==> config.mk <==
export PLATFORM = sky130hd
export DESIGN_NAME = level_writer
export DESIGN_NICKNAME = d
export VERILOG_FILES = /design/src/verilog/pyramid_pkg.sv /design/src/verilog/level_writer.sv
export VERILOG_INCLUDE_DIRS = /design/src /design/src/include
export SDC_FILE = /design/constraint.sdc
export NUM_CORES = 1
export LEC_CHECK = 0
export ABC_CLOCK_PERIOD_IN_PS = 1400
export BUFFER_PORTS_ARGS = -buffer_cell sky130_fd_sc_hd__buf_2
export CAP_MARGIN = 20
export CORE_MARGIN = 4
export CORE_UTILIZATION = 41
export DETAILED_ROUTE_END_ITERATION = 10
export HOLD_SLACK_MARGIN = 0.06
export PLACE_DENSITY_LB_ADDON = 0.08
export RECOVER_POWER = 100
export SYNTH_ARGS = -nofsm -noshare
export SYNTH_HDL_FRONTEND = slang
export SYNTH_SLANG_ARGS = --single-unit
export TNS_END_PERCENT = 5
==> constraint.sdc <==
create_clock -name clk_in -period 1.4 [get_ports clk_in]
set_input_delay 0.07 -clock clk_in [delete_from_list [all_inputs] [get_ports clk_in]]
set_output_delay 0.07 -clock clk_in [all_outputs]
set_load 0.005 [all_outputs]
==> src/include/pyramid_consts.svh <==
`ifndef PYRAMID_CONSTS_SVH
`define PYRAMID_CONSTS_SVH

// Greyscale pixel width
`define PIX_BITS 8

// Octave-1 image size, octave 2 is half of it in each direction
`define IMG_WIDTH 16
`define IMG_HEIGHT 16
`define ADDR_BITS 8

// Source memory read latency in cycles
`define EXT_LATENCY 2

// Kernel weights sum to 16 for blur, 4 for the 2x2 average
`define BLUR_SHIFT 4
`define HALVE_SHIFT 2

`endif

==> src/verilog/pyramid_pkg.sv <==
`default_nettype none
`include "pyramid_consts.svh"

package pyramid_pkg;

    // Sequencer passes, one per pyramid level
    typedef enum logic [2:0] {IDLE, LOAD, BLUR1, HALVE, BLUR2} seq_state_t;

    // Shared kernel engine operation
    typedef enum logic {OP_BLUR, OP_HALVE} kernel_op_t;

    // Output level tag, in write order
    typedef enum logic [1:0] {O1L1, O1L2, O2L1, O2L2} level_t;

    // One pixel write into a frame
    typedef struct packed {
        logic                  valid;
        logic [`ADDR_BITS-1:0] addr;
        logic [`PIX_BITS-1:0]  pixel;
    } pix_write_t;

    // One pixel read request
    typedef struct packed {
        logic                  en;
        logic [`ADDR_BITS-1:0] addr;
    } pix_read_t;

    // Tagged write on the output port
    typedef struct packed {
        pix_write_t wr;
        level_t     level;
    } level_write_t;

endpackage

`default_nettype wire

==> src/verilog/level_writer.sv <==
`default_nettype none
`include "pyramid_consts.svh"

module level_writer (
    input wire clk_in,
    input wire rst_in,
    input wire pyramid_pkg::pix_write_t load_wr,
    input wire pyramid_pkg::pix_write_t engine_wr,
    input wire pyramid_pkg::level_t level,
    output pyramid_pkg::pix_write_t buf_wr,
    output pyramid_pkg::level_write_t lvl_wr,
    output logic level_done
);

    pyramid_pkg::pix_write_t merged;
    pyramid_pkg::level_t lvl_q;
    logic [`ADDR_BITS-1:0] wr_cnt;
    logic [`ADDR_BITS-1:0] last_idx;

    // Loader and engine never write in the same cycle
    assign merged = load_wr.valid ? load_wr : engine_wr;

    // Octave-2 levels are a quarter the size
    assign last_idx = (level == pyramid_pkg::O1L1 || level == pyramid_pkg::O1L2) ?
                      `ADDR_BITS'(`IMG_WIDTH * `IMG_HEIGHT - 1) :
                      `ADDR_BITS'((`IMG_WIDTH / 2) * (`IMG_HEIGHT / 2) - 1);

    always_ff @(posedge clk_in) begin
        if (rst_in) begin
            buf_wr.valid <= 1'b0;
            lvl_q <= pyramid_pkg::O1L1;
            wr_cnt <= '0;
            level_done <= 1'b0;
        end else begin
            buf_wr.valid <= merged.valid;
            lvl_q <= level;
            // Flag lines up with the last pixel on the output
            level_done <= merged.valid && (wr_cnt == last_idx);
            if (merged.valid) begin
                wr_cnt <= (wr_cnt == last_idx) ? '0 : wr_cnt + 1'b1;
            end
        end
        buf_wr.addr <= merged.addr;
        buf_wr.pixel <= merged.pixel;
    end

    // Same registered write goes out, tagged
    always_comb begin
        lvl_wr.wr = buf_wr;
        lvl_wr.level = lvl_q;
    end

endmodule

`default_nettype wire

==> results of run 1 <==
## cell families (layout without fill, tap and decap cells)
family          Yosys count  in the layout  share of synthesized area, %
compound gates           17             17                         11.64
xor+xnor                  3              3                         2.244
fa+ha+maj                 1              1                         1.068
buf+inv                  21            117                         12.61
flops                    28             28                         47.86
mux                      16             16                         15.39
simple gates             21             21                         9.189
## layer usage
layer,GRT usage (%),vias to the layer above,wire length [um]
met4,6.364,0,17
met3,1.887,2,258
met1,20.05,516,1192
met5,0,-,0
met2,27.19,45,1511
li1,-,554,-
## path summary, 6_finish.rpt
path / cells after the start / startpoint / endpoint
worst max-delay path: 4 / load_wr[6] / buf_wr[6]$_DFF_P_
worst min-delay path: 3 / engine_wr[16] / wr_cnt[1]$_SDFFE_PP0P_
worst max register to register: 4 / wr_cnt[1]$_SDFFE_PP0P_ / wr_cnt[6]$_SDFFE_PP0P_
worst min register to register: 2 / wr_cnt[1]$_SDFFE_PP0P_ / wr_cnt[1]$_SDFFE_PP0P_
## registers in the layout, summed over array words and instances, names as in the netlist
name,count
buf_wr,17
level_done,1
lvl_q,2
wr_cnt,8
## power by group
part           internal (uW)  switching, uW
Sequential               848           29.1
Combinational            196            108
Clock                    101            212
## through the flow
step                utilization (%)  hold WS (ps)  setup WS (ps)  total power [uW]  instance area (um^2)
finish                        65.90         136.5          68.18              1495                  1802
global placement              53.64         273.9          176.8              1114                  1466
floorplan                         -         149.8          172.2              1024                  1171
detailed placement            53.64         283.5          134.2              1120                  1466
CTS                           67.28         111.0          95.44              1531                  1839
global route                  65.90         136.6          13.50              1591                  1802
## placed cells by master (no fill, tap or decap), types with 2 or more instances in the layout
| cell type | count |
|---|---|
| sky130_fd_sc_hd__a21oi_1 | 3 |
| sky130_fd_sc_hd__buf_2 | 48 |
| sky130_fd_sc_hd__buf_4 | 2 |
| sky130_fd_sc_hd__clkbuf_1 | 27 |
| sky130_fd_sc_hd__clkbuf_4 | 3 |
| sky130_fd_sc_hd__dfxtp_1 | 27 |
| sky130_fd_sc_hd__dlygate4sd3_1 | 35 |
| sky130_fd_sc_hd__mux2_1 | 7 |
| sky130_fd_sc_hd__mux2_2 | 9 |
| sky130_fd_sc_hd__nand2_1 | 6 |
| sky130_fd_sc_hd__nor2_1 | 5 |
| sky130_fd_sc_hd__nor2b_1 | 3 |
| sky130_fd_sc_hd__o211ai_1 | 3 |
| sky130_fd_sc_hd__o21ai_0 | 3 |
| sky130_fd_sc_hd__or3_1 | 2 |
| sky130_fd_sc_hd__xor2_1 | 3 |
## final cells by class
class | instances | area share, %
timing repair buffer | 113 | 39.51
sequential | 28 | 31.18
multi-input combinational | 58 | 25.69
tap | 31 | 2.153
clock buffer | 3 | 1.250
inverter | 1 | 0.2083
## timing repair
item | 4_1_cts | 5_1_grt
hold endpoints to repair | 20 | 0
endpoints found under the setup margin | 0 | 1
hold buffers | 35 | 0
resized for setup | 0 | 1
## worst max-delay path, cell delays in order
cell and delay, ps:
sky130_fd_sc_hd__dlygate4sd3_1 530, sky130_fd_sc_hd__buf_2 120, sky130_fd_sc_hd__mux2_2 260, sky130_fd_sc_hd__dlygate4sd3_1 560
==> impl_results.rst, run 1 <==
.. list-table::
   :header-rows: 1

   * - Metric
     - Value
   * - Run status
     - completed
   * - Number of filler instances in the final layout
     - 242
   * - Total congestion overflow
     - 0
   * - Setup repair after global routing missed its margin
     - false
   * - Vias per std cell
     - 4.774
   * - Number of hold-slack violations in the final timing report
     - 0
   * - Setup slack of the worst register-to-register path
     - 120 ps
   * - Initial antenna violation count
     - 0
   * - Number of flops mapped to enable cells by yosys
     - 0
   * - Ratio of final minimum period to clock period
     - 95.13%
   * - Core Region
     - 2734 um^2
   * - Register Area
     - 561.8 um^2
   * - Area growth, synth to finish
     - 53.85%
   * - Final setup TNS
     - 0 ps
   * - List of most frequent post-synthesis cells
     - 28 x sky130_fd_sc_hd__dfxtp_1, 18 x sky130_fd_sc_hd__buf_4, 9 x sky130_fd_sc_hd__mux2_2
   * - Avg Cell Area, Syn
     - 10.95 um^2
   * - Number of placement rows
     - 19
   * - Number of different library cells in the post-synthesis netlist
     - 29
   * - Starting Density
     - 42.84%
   * - Floorplan die area
     - 3775 um^2
   * - Detailed-route wire length per cell
     - 12.74 um
   * - Clock skew
     - 1.600 ps
   * - Setup crit start kind
     - input pin
   * - Post-CTS Setup Bufs
     - 0
   * - Clock Latency Late Sink
     - 310 ps
   * - Cell with the most instances after synthesis
     - sky130_fd_sc_hd__dfxtp_1
   * - CTS tree
     - done
   * - Detailed-routing iteration count for the pre-antenna-repair pass
     - 4
   * - Number of levels in the clock H-tree
     - 1
   * - Number of warnings issued by yosys
     - 0
   * - Post-Syn Nets
     - 146
   * - RD Place Congestion
     - 0.8623
   * - Wire length of the first global-routing pass
     - 4.450 mm
   * - Number of diodes
     - 0
   * - Kind of critical path
     - in2reg
   * - Synth area leader
     - sky130_fd_sc_hd__dfxtp_1
   * - Sequential element share of the synthesized area
     - 47.86%
   * - Inserted Clock Buffers
     - 3
   * - Register clock-pin slew on the reported worst setup and hold paths
     - 130 ps
   * - Detailed placement HPWL
     - 1.983 mm
   * - Slew at the pin closest to its max-slew limit
     - 600.2 ps
   * - Post-Layout Cell Count
     - 234
   * - Total area of multi-input combinational cells
     - 462.9 um^2
   * - # placed instances
     - 196
   * - Detailed router's first-iteration violation count
     - 27
   * - Count of maximum capacitance violations
     - 0
   * - Number of global-route vias before repair
     - 1,054
   * - Vertical die dimension
     - 61.45 um
   * - Largest net degree at the start of global routing
     - 15
   * - Highest net fanout along the worst path
     - 1
   * - Power per cell area
     - 829.5 nW/um^2
   * - Max transition margin
     - 59.99%
   * - Leading cell types by total area after synthesis
     - sky130_fd_sc_hd__dfxtp_1 48%, sky130_fd_sc_hd__buf_4 12%, sky130_fd_sc_hd__mux2_2 8.7%
   * - Antenna Nets Post-Route
     - 0
   * - Leakage power figure
     - 0.0007574 uW
   * - Dominant register cell in the synthesized netlist
     - sky130_fd_sc_hd__dfxtp_1
   * - Die boundary width
     - 61.45 um
   * - Number of synthesized register bits
     - 28
   * - Nature of the critical path endpoint
     - register
   * - Worst Hold Class
     - in2reg
   * - Fin. max-slew vios
     - 0
   * - Clock Sink Count
     - 28
   * - Post-synthesis async set-or-reset flop share
     - 0%
   * - Buffers on Ports
     - 74
   * - Worst EP arrival
     - 1550 ps
   * - Final Routed Wirelength
     - 2.980 mm
   * - CP Data Required Time
     - 1610 ps
   * - Top-level port count
     - 75
   * - Max IR drop VDD
     - 0.7394 mV
   * - Synth top area share
     - 47.86%
   * - Number of DRC violations after detailed routing
     - 0
   * - Via Count
     - 1,117
   * - Buffer type at the clock tree root
     - sky130_fd_sc_hd__clkbuf_4
   * - Final critical delay including setup and external delays
     - 1332 ps
   * - Number of nets at the end of the flow
     - 244
   * - Max Buffers Root-to-Sink
     - 2
   * - Combined area of all synthesized cells
     - 1171 um^2
   * - Maximum frequency from static timing analysis
     - 750.9 MHz
   * - Instance count of the mapped netlist
     - 107
   * - Total global routing track utilization
     - 15.81%
   * - Number of setup violations in the final report
     - 0
   * - Proportion of layout cells with a drive suffix above 1
     - 33.00%
Note: power is estimated with default switching activity, not from simulation.
==> run 2: changes to the inputs <==
--- a/config.mk
+++ b/config.mk
@@ -6,11 +6,11 @@
 export SDC_FILE = /design/constraint.sdc
 export NUM_CORES = 1
 export LEC_CHECK = 0
+export ABC_AREA = 1
 export ABC_CLOCK_PERIOD_IN_PS = 1400
 export BUFFER_PORTS_ARGS = -buffer_cell sky130_fd_sc_hd__buf_2
-export CAP_MARGIN = 20
 export CORE_MARGIN = 4
-export CORE_UTILIZATION = 41
+export CORE_UTILIZATION = 42
 export DETAILED_ROUTE_END_ITERATION = 10
 export HOLD_SLACK_MARGIN = 0.06
 export PLACE_DENSITY_LB_ADDON = 0.08
==> run 2 against run 1 <==
Net effect: hold slack gained 140 ps; global-route usage grew 1.1 points; sequential cell count is the same; register-to-register slack gained 30 ps; sequential power is essentially flat; combinational power grew 4%; clock skew grew 8.3 ps; core utilization grew 1.6 points; critical path type unchanged; largest power group unchanged; highest routed layer unchanged.
==> impl_results.rst, run 2 <==
.. list-table::
   :header-rows: 1

   * - Metric
     - Value
   * - Max transition margin
     - 67.88% (+7.9 points)
   * - Share of cell area taken by muxes after synthesis
     - 0% (-15 points)
   * - Clock skew
     - 9.866 ps (+8.266 ps)
   * - Dominant register cell in the synthesized netlist
     - sky130_fd_sc_hd__dfxtp_1
   * - Area growth, synth to finish
     - 53.81% (about the same)
   * - Leading cell types by total area after synthesis
     - sky130_fd_sc_hd__dfxtp_1 47%, sky130_fd_sc_hd__nand2_1 18%, sky130_fd_sc_hd__buf_4 11%
   * - Run status
     - completed
   * - Ratio of final minimum period to clock period
     - 92.47% (-2.7 points)
   * - Detailed-route wire length per cell
     - 10.55 um (-17%)
   * - Final critical delay including setup and external delays
     - 1295 ps (-37.27 ps)
   * - Die boundary width
     - 61.45 um (about the same)
   * - Post-CTS Setup Bufs
     - 0 (unchanged)
   * - Number of hold-slack violations in the final timing report
     - 0 (unchanged)
   * - CTS tree
     - done
   * - Total area of multi-input combinational cells
     - 444.2 um^2 (-4.1%)
   * - Final setup TNS
     - 0 ps (unchanged)
   * - Most common cell after layout, fill and taps aside
     - sky130_fd_sc_hd__nand2_1
   * - Number of setup violations in the final report
     - 0 (unchanged)
   * - Buffers on Ports
     - 74 (unchanged)
   * - Worst EP arrival
     - 1510 ps (-40 ps)
   * - Nature of the critical path endpoint
     - register
   * - Wire length of the first global-routing pass
     - 4.761 mm (+7.0%)
   * - Antenna Nets Post-Route
     - 0 (unchanged)
   * - Register name with the most flops
     - buf_wr
   * - Fin. max-slew vios
     - 0 (unchanged)
   * - Number of nets at the end of the flow
     - 289 (+18%)
   * - Largest net degree at the start of global routing
     - 19 (+4)
   * - Final total power
     - 1577 uW (+5.5%)
   * - Post-synthesis async set-or-reset flop share
     - 0% (unchanged)
   * - Kind of critical path
     - in2reg
   * - Synth top area share
     - 46.72% (-1.1 points)
   * - Worst Hold Class
     - in2reg
   * - Register Area
     - 560.5 um^2 (-0.22%)
   * - Vertical die dimension
     - 61.45 um (about the same)
   * - Hold buffers post-CTS
     - 38 (+8.6%)
   * - Final Routed Wirelength
     - 2.953 mm (-0.91%)
   * - CP Data Required Time
     - 1620 ps (about the same)
   * - Post-Synth Adder-Cell Area
     - 1.043% (-0.026 points)
   * - List of most frequent post-synthesis cells
     - 59 x sky130_fd_sc_hd__nand2_1, 28 x sky130_fd_sc_hd__dfxtp_1, 17 x sky130_fd_sc_hd__buf_4
   * - Highest net fanout along the worst path
     - 18 (+17)
   * - Synthesized-area fraction occupied by ao, oa, aoi and oai cells
     - 2.711% (-8.9 points)
   * - RD Place Congestion
     - 0.8073 (-6.4%)
   * - Setup crit start kind
     - input pin
   * - Instance count of the mapped netlist
     - 153 (+43%)
   * - Floorplan die area
     - 3776 um^2 (about the same)
   * - Cell area after layout
     - 1846 um^2 (+2.4%)
   * - Register clock-pin slew on the reported worst setup and hold paths
     - 140 ps (about the same)
   * - Clock Latency Late Sink
     - 320 ps (about the same)
   * - Registers with the highest flip-flop counts
     - buf_wr x17, wr_cnt x8, lvl_q x2
   * - Number of flops mapped to enable cells by yosys
     - 0 (unchanged)
   * - Initial antenna violation count
     - 0 (unchanged)
   * - Number of DRC violations after detailed routing
     - 0 (unchanged)
   * - Most frequent cells in the layout
     - 59 x sky130_fd_sc_hd__nand2_1, 51 x sky130_fd_sc_hd__buf_2, 38 x sky130_fd_sc_hd__dlygate4sd3_1, 28 x sky130_fd_sc_hd__dfxtp_1, 22 x sky130_fd_sc_hd__clkbuf_1
   * - Cell with the most instances after synthesis
     - sky130_fd_sc_hd__nand2_1
   * - Number of synthesized register bits
     - 28 (unchanged)
   * - Via Count
     - 1,206 (+8.0%)
   * - Power per cell area
     - 854.5 nW/um^2 (+3.0%)
   * - Total global routing track utilization
     - 16.87% (+1.1 points)
   * - Detailed-routing iteration count for the pre-antenna-repair pass
     - 5 (+1)
   * - Gates resized, CTS repair
     - 0 (unchanged)
   * - Buffer type at the clock tree root
     - sky130_fd_sc_hd__clkbuf_4
   * - Total congestion overflow
     - 0 (unchanged)
   * - Synth Area in XOR/XNOR
     - 1.460% (-0.78 points)
   * - Vias per std cell
     - 4.307 (-9.8%)
   * - Core Region
     - 2734 um^2 (unchanged)
   * - Number of placement rows
     - 19 (unchanged)
   * - Post-Syn Nets
     - 192 (+32%)
   * - Post-synthesis share of cell area spent on and, or, nand and nor gates
     - 32.01% (+23 points)
   * - Number of global-route vias before repair
     - 1,166 (+11%)
   * - Count of maximum capacitance violations
     - 0 (unchanged)
   * - Number of different library cells in the post-synthesis netlist
     - 21 (-28%)
   * - Inserted Clock Buffers
     - 3 (unchanged)
   * - Combined area of all synthesized cells
     - 1200 um^2 (+2.5%)
   * - Leakage power figure
     - 0.0009538 uW (+26%)
   * - Number of levels in the clock H-tree
     - 1 (unchanged)
   * - Post-placement cell area
     - 1460 um^2 (-0.43%)
   * - Starting Density
     - 43.89% (+1.1 points)
   * - Synth area leader
     - sky130_fd_sc_hd__dfxtp_1
   * - Detailed placement HPWL
     - 1.956 mm (-1.4%)
   * - Number of diodes
     - 0 (unchanged)
   * - Proportion of layout cells with a drive suffix above 1
     - 25.70% (-7.3 points)
   * - Final Core Density
     - 67.51% (+1.6 points)
   * - Largest family of logic cells by synthesized area
     - simple AND/OR/NAND/NOR gates
   * - Number of warnings issued by yosys
     - 0 (unchanged)
   * - Max Buffers Root-to-Sink
     - 2 (unchanged)
   * - Number of filler instances in the final layout
     - 244 (+0.83%)
   * - Minimum setup slack in the final design
     - 105.4 ps (+37.27 ps)
   * - Worst setup timing slack at the placement stage
     - 156.7 ps (+22.56 ps)
   * - Sequential element share of the synthesized area
     - 46.72% (-1.1 points)
   * - Number of flip-flops under the largest register name
     - 17 (unchanged)
   * - Max IR drop VDD
     - 0.5129 mV (-31%)
   * - Maximum frequency from static timing analysis
     - 772.5 MHz (+2.9%)
   * - Setup repair after global routing missed its margin
     - false
   * - Avg Cell Area, Syn
     - 7.842 um^2 (-28%)
   * - Detailed router's first-iteration violation count
     - 20 (-26%)
   * - Slew at the pin closest to its max-slew limit
     - 481.3 ps (-118.9 ps)
   * - Top-level port count
     - 75 (unchanged)
   * - Clock Sink Count
     - 28 (unchanged)
-- run 2: cell types whose count changed in the layout (fill, tap and decap cells not counted), sizes merged, moves of 5 or more --
| cell | delta |
|---|---|
| inv | +10 |
| mux2 | -16 |
| nand2 | +56 |
| clkbuf | -5 |
| nor2 | +12 |
-- run 2: cell families (layout without fill, tap and decap cells) --
| kind of cell | count (synthesis) | count (layout) |
|---|---|---|
| AO/OA/AOI/OAI | 6 | 6 |
| XOR/XNOR | 2 | 2 |
| adder cells (fa/ha/maj) | 1 | 1 |
| buffers and inverters | 31 | 127 |
| flip-flops | 28 | 28 |
| AND/OR/NAND/NOR | 85 | 85 |
-- run 2: stage by stage --
stage / cells / hold WS, ps
floorplan: 153 / 141.2
global placement: 238 / 255.4
detailed placement: 238 / 263.6
CTS: 280 / 275.9
global route: 280 / 277.7
finish: 280 / 279.9
-- run 2: power breakdown --
| group | internal (uW) | switching [uW] |
|---|---|---|
| Clock | 159 | 226 |
| Combinational | 188 | 129 |
| Sequential | 848 | 26.9 |
| Total | 1200 | 382 |
-- run 2: path summary, 6_finish.rpt --
check	from	end	slack, ps	depth (start not counted)
worst max-delay path	load_wr[16]	buf_wr[15]$_DFF_P_	110	5
worst min-delay path	load_wr[16]	buf_wr[16]$_SDFF_PP0_	280	3
worst min register to register	wr_cnt[4]$_SDFFE_PP0P_	wr_cnt[4]$_SDFFE_PP0P_	500	2
worst max register to register	wr_cnt[0]$_SDFFE_PP0P_	wr_cnt[3]$_SDFFE_PP0P_	150	8
-- run 2: critical path: stages --
cell                            delay [ps]
sky130_fd_sc_hd__buf_2                 330
sky130_fd_sc_hd__inv_1                 340
sky130_fd_sc_hd__nand2_1               160
sky130_fd_sc_hd__nand2_1                70
sky130_fd_sc_hd__dlygate4sd3_1         550
-- run 2: final cells by class --
type	instances	share of cell area (%)
inverters	11	2.373
clock buffers	4	1.966
repair buffers	112	39.12
flip-flops and latches	28	30.37
multi-input cells	94	24.07
well taps	31	2.102
-- run 2: metal layers --
layer	global-route usage, %	part of all wire, %	vias up
met5	0	0	-
met1	17.47	38	532
met4	5.455	0.68	0
met2	33.23	55	34
li1	-	-	638
met3	3.564	6.5	2
==> run 3: changes to the inputs <==
--- a/config.mk
+++ b/config.mk
@@ -11,10 +11,10 @@
 export BUFFER_PORTS_ARGS = -buffer_cell sky130_fd_sc_hd__buf_2
 export CORE_MARGIN = 4
 export CORE_UTILIZATION = 42
+export CTS_BUF_LIST = sky130_fd_sc_hd__clkbuf_4 sky130_fd_sc_hd__clkbuf_8 sky130_fd_sc_hd__clkbuf_16
 export DETAILED_ROUTE_END_ITERATION = 10
 export HOLD_SLACK_MARGIN = 0.06
 export PLACE_DENSITY_LB_ADDON = 0.08
-export RECOVER_POWER = 100
 export SYNTH_ARGS = -nofsm -noshare
 export SYNTH_HDL_FRONTEND = slang
 export SYNTH_SLANG_ARGS = --single-unit
==> run 3 against run 2 <==
Net effect: sequential cell count unchanged; die area unchanged; power increased by 0.74%; critical path depth unchanged; first-iteration DRC count increased by 10%; via count increased by 0.33%; non-clock buffer count unchanged.
==> impl_results.rst, run 3 (synthesis results as in run 2) <==
.. list-table::
   :header-rows: 1

   * - Metric
     - Value
   * - Slew at the pin closest to its max-slew limit
     - 490.7 ps (+9.433 ps)
   * - Final critical delay including setup and external delays
     - 1299 ps (+4.386 ps)
   * - Number of flip-flops under the largest register name
     - 17 (unchanged)
   * - Hold buffers post-CTS
     - 38 (unchanged)
   * - Relative contribution of combinational cells to total power
     - 20.8% (+0.7 points)
   * - Detailed-route wire length per cell
     - 10.56 um (+0.10%)
   * - Total global routing track utilization
     - 16.87% (unchanged)
   * - Register-to-Register Path Depth
     - 8 (unchanged)
   * - Worst EP arrival
     - 1520 ps (about the same)
   * - Largest delay share family, worst path
     - buffers and inverters
   * - Wire length of the first global-routing pass
     - 4.761 mm (unchanged)
   * - Vias per std cell
     - 4.321 (+0.33%)
   * - Total area of multi-input combinational cells
     - 446.7 um^2 (+0.56%)
   * - Buf/Inv on CP
     - 3 (unchanged)
   * - Detailed-routing iteration count for the pre-antenna-repair pass
     - 5 (unchanged)
   * - Post-Layout Cell Count
     - 280 (unchanged)
   * - CTS tree
     - done
   * - CP Data Required Time
     - 1620 ps (about the same)
   * - Vertical die dimension
     - 61.45 um (unchanged)
   * - Endpoint of the worst register-to-register path
     - wr_cnt[3]$_SDFFE_PP0P_
   * - Area growth, synth to finish
     - 56.41%
   * - Top-level port count
     - 75 (unchanged)
   * - Worst Hold Class
     - in2reg
   * - Most frequent cells in the layout
     - 74 x sky130_fd_sc_hd__buf_2, 59 x sky130_fd_sc_hd__nand2_1, 38 x sky130_fd_sc_hd__dlygate4sd3_1, 28 x sky130_fd_sc_hd__dfxtp_1, 11 x sky130_fd_sc_hd__nor2_1
   * - Core Region
     - 2734 um^2 (unchanged)
   * - Starting Density
     - 43.89% (unchanged)
   * - Max transition margin
     - 67.25% (-0.63 points)
   * - Setup repair after global routing missed its margin
     - false
   * - # placed instances
     - 238 (unchanged)
   * - Proportion of layout cells with a drive suffix above 1
     - 35.34% (+9.6 points)
   * - Number of levels in the clock H-tree
     - 1 (unchanged)
   * - Clock Sink Count
     - 28 (unchanged)
   * - Antenna Nets Post-Route
     - 0 (unchanged)
   * - Detailed router's first-iteration violation count
     - 22 (+10%)
   * - Initial antenna violation count
     - 0 (unchanged)
   * - Total congestion overflow
     - 0 (unchanged)
   * - CP max stage delay
     - 550 ps (about the same)
   * - Gates resized, CTS repair
     - 0 (unchanged)
   * - Clock Latency Late Sink
     - 320 ps (about the same)
   * - Net Switching
     - 381.0 uW (-0.17%)
   * - Detailed placement HPWL
     - 1.956 mm (unchanged)
   * - Number of global-route vias before repair
     - 1,166 (unchanged)
   * - Die boundary width
     - 61.45 um (unchanged)
   * - Max Buffers Root-to-Sink
     - 2 (unchanged)
   * - Register clock-pin slew on the reported worst setup and hold paths
     - 140 ps (about the same)
   * - Cell area after layout
     - 1877 um^2 (+1.7%)
   * - Buffers on Ports
     - 74 (unchanged)
   * - Number of filler instances in the final layout
     - 229 (-6.1%)
   * - Hold EP
     - buf_wr[16]$_SDFF_PP0_
   * - Via Count
     - 1,210 (+0.33%)
   * - Final Core Density
     - 68.65% (+1.1 points)
   * - Startpoint of the worst hold path
     - load_wr[16]
   * - Run status
     - completed
   * - Max IR drop VDD
     - 0.5327 mV (+3.9%)
   * - Worst hold path cell count
     - 3 (unchanged)
   * - Switching share of total power
     - 23.98% (-0.22 points)
   * - Sequential power share
     - 55.0% (-0.5 points)
   * - Setup crit start kind
     - input pin
   * - Critical path, cell by cell
     - buf_2 -> inv_1 -> nand2_1 -> nand2_1 -> dlygate4sd3_1
   * - Nature of the critical path endpoint
     - register
   * - Power per cell area
     - 846.5 nW/um^2 (-0.94%)
   * - Share of power burned in the clock network
     - 24.2% (-0.2 points)
   * - Maximum frequency from static timing analysis
     - 769.9 MHz (-0.34%)
   * - Ratio of final minimum period to clock period
     - 92.78% (+0.31 points)
   * - Registers with the highest flip-flop counts
     - buf_wr x17, wr_cnt x8, lvl_q x2
   * - Final setup TNS
     - 0 ps (unchanged)
   * - Buffer type at the clock tree root
     - sky130_fd_sc_hd__clkbuf_4
   * - Post-CTS Setup Bufs
     - 0 (unchanged)
   * - Post-placement cell area
     - 1460 um^2 (unchanged)
   * - RD Place Congestion
     - 0.8073 (unchanged)
   * - Inserted Clock Buffers
     - 3 (unchanged)
   * - Clock skew
     - 10.07 ps (+0.2077 ps)
   * - Final Routed Wirelength
     - 2.956 mm (+0.10%)
   * - Reg-to-reg critical path startpoint
     - wr_cnt[0]$_SDFFE_PP0P_
   * - Kind of critical path
     - in2reg
   * - Number of diodes
     - 0 (unchanged)
   * - Number of placement rows
     - 19 (unchanged)
   * - Leakage power figure
     - 0.001023 uW (+7.3%)
   * - Most common cell on crit path
     - sky130_fd_sc_hd__nand2_1
   * - Cell with the largest stage delay on the worst path
     - sky130_fd_sc_hd__dlygate4sd3_1
   * - Largest net degree at the start of global routing
     - 19 (unchanged)
   * - Number of nets at the end of the flow
     - 289 (unchanged)
   * - Number of DRC violations after detailed routing
     - 0 (unchanged)
   * - Floorplan die area
     - 3776 um^2 (unchanged)
   * - Internal cell power
     - 1208 uW (+1.0%)
   * - Setup slack of the worst register-to-register path
     - 150 ps (about the same)
   * - Register name with the most flops
     - buf_wr
   * - Number of hold-slack violations in the final timing report
     - 0 (unchanged)
   * - Highest net fanout along the worst path
     - 18 (unchanged)
   * - Count of maximum capacitance violations
     - 0 (unchanged)
   * - Most common cell after layout, fill and taps aside
     - sky130_fd_sc_hd__buf_2
   * - Number of setup violations in the final report
     - 0 (unchanged)
   * - Register Area
     - 560.5 um^2 (unchanged)
   * - Fin. max-slew vios
     - 0 (unchanged)
[run 3: cell count changes in the layout (fill, tap and decap cells not counted), sizes merged]
cell / previous run / this run
buf: 52 / 74
clkbuf: 26 / 4
[run 3: final cells by class]
type / instances / area share [%]
Clock buffer: 4 / 1.933
Inverter: 11 / 2.333
Multi-Input combinational cell: 94 / 23.80
Sequential cell: 28 / 29.87
Tap cell: 31 / 2.067
Timing Repair Buffer: 112 / 40.00
[run 3: layer usage]
layer / GRT usage, % / part of all wire [%]
met3: 3.564 / 7.0
met4: 5.455 / 0.68
met2: 33.23 / 55
met5: 0 / 0
met1: 17.47 / 38
[run 3: worst max path at each step]
stage	startpoint	to	slack (ps)	cells past startpoint
3_3_place_gp	wr_cnt[0]$_SDFFE_PP0P_	wr_cnt[0]$_SDFFE_PP0P_	220	8
4_1_cts	wr_cnt[0]$_SDFFE_PP0P_	wr_cnt[0]$_SDFFE_PP0P_	130	8
3_5_place_dp	wr_cnt[0]$_SDFFE_PP0P_	wr_cnt[0]$_SDFFE_PP0P_	160	8
6_report	load_wr[16]	buf_wr[15]$_DFF_P_	100	5
5_1_grt	wr_cnt[0]$_SDFFE_PP0P_	wr_cnt[0]$_SDFFE_PP0P_	40	8
2_1_floorplan	wr_cnt[0]$_SDFFE_PP0P_	wr_cnt[3]$_SDFFE_PP0P_	270	8
[run 3: tightest hold or removal path, delay by kind of cell]
kind / cells / cell delay, ps
AND/OR/NAND/NOR: 2 / 260
buffers and inverters: 1 / 230
[run 3: power groups by stage]
stage	combinational (uW)	clock [uW]	sequential [uW]
detailed placement	233	0	890
CTS	328	401	873
global route	369	443	882
floorplan	137	0	895
finish	330	385	874
global placement	230	0	888
[run 3: through the flow]
| stage | setup WS (ps) | total power [uW] | hold slack, ps |
|---|---|---|---|
| floorplan | 273.6 | 1032 | 141.2 |
| global placement | 220.1 | 1117 | 255.4 |
| detailed placement | 156.7 | 1122 | 263.6 |
| CTS | 132.3 | 1602 | 275.9 |
| global route | 39.21 | 1694 | 277.7 |
| finish | 101.1 | 1589 | 279.6 |
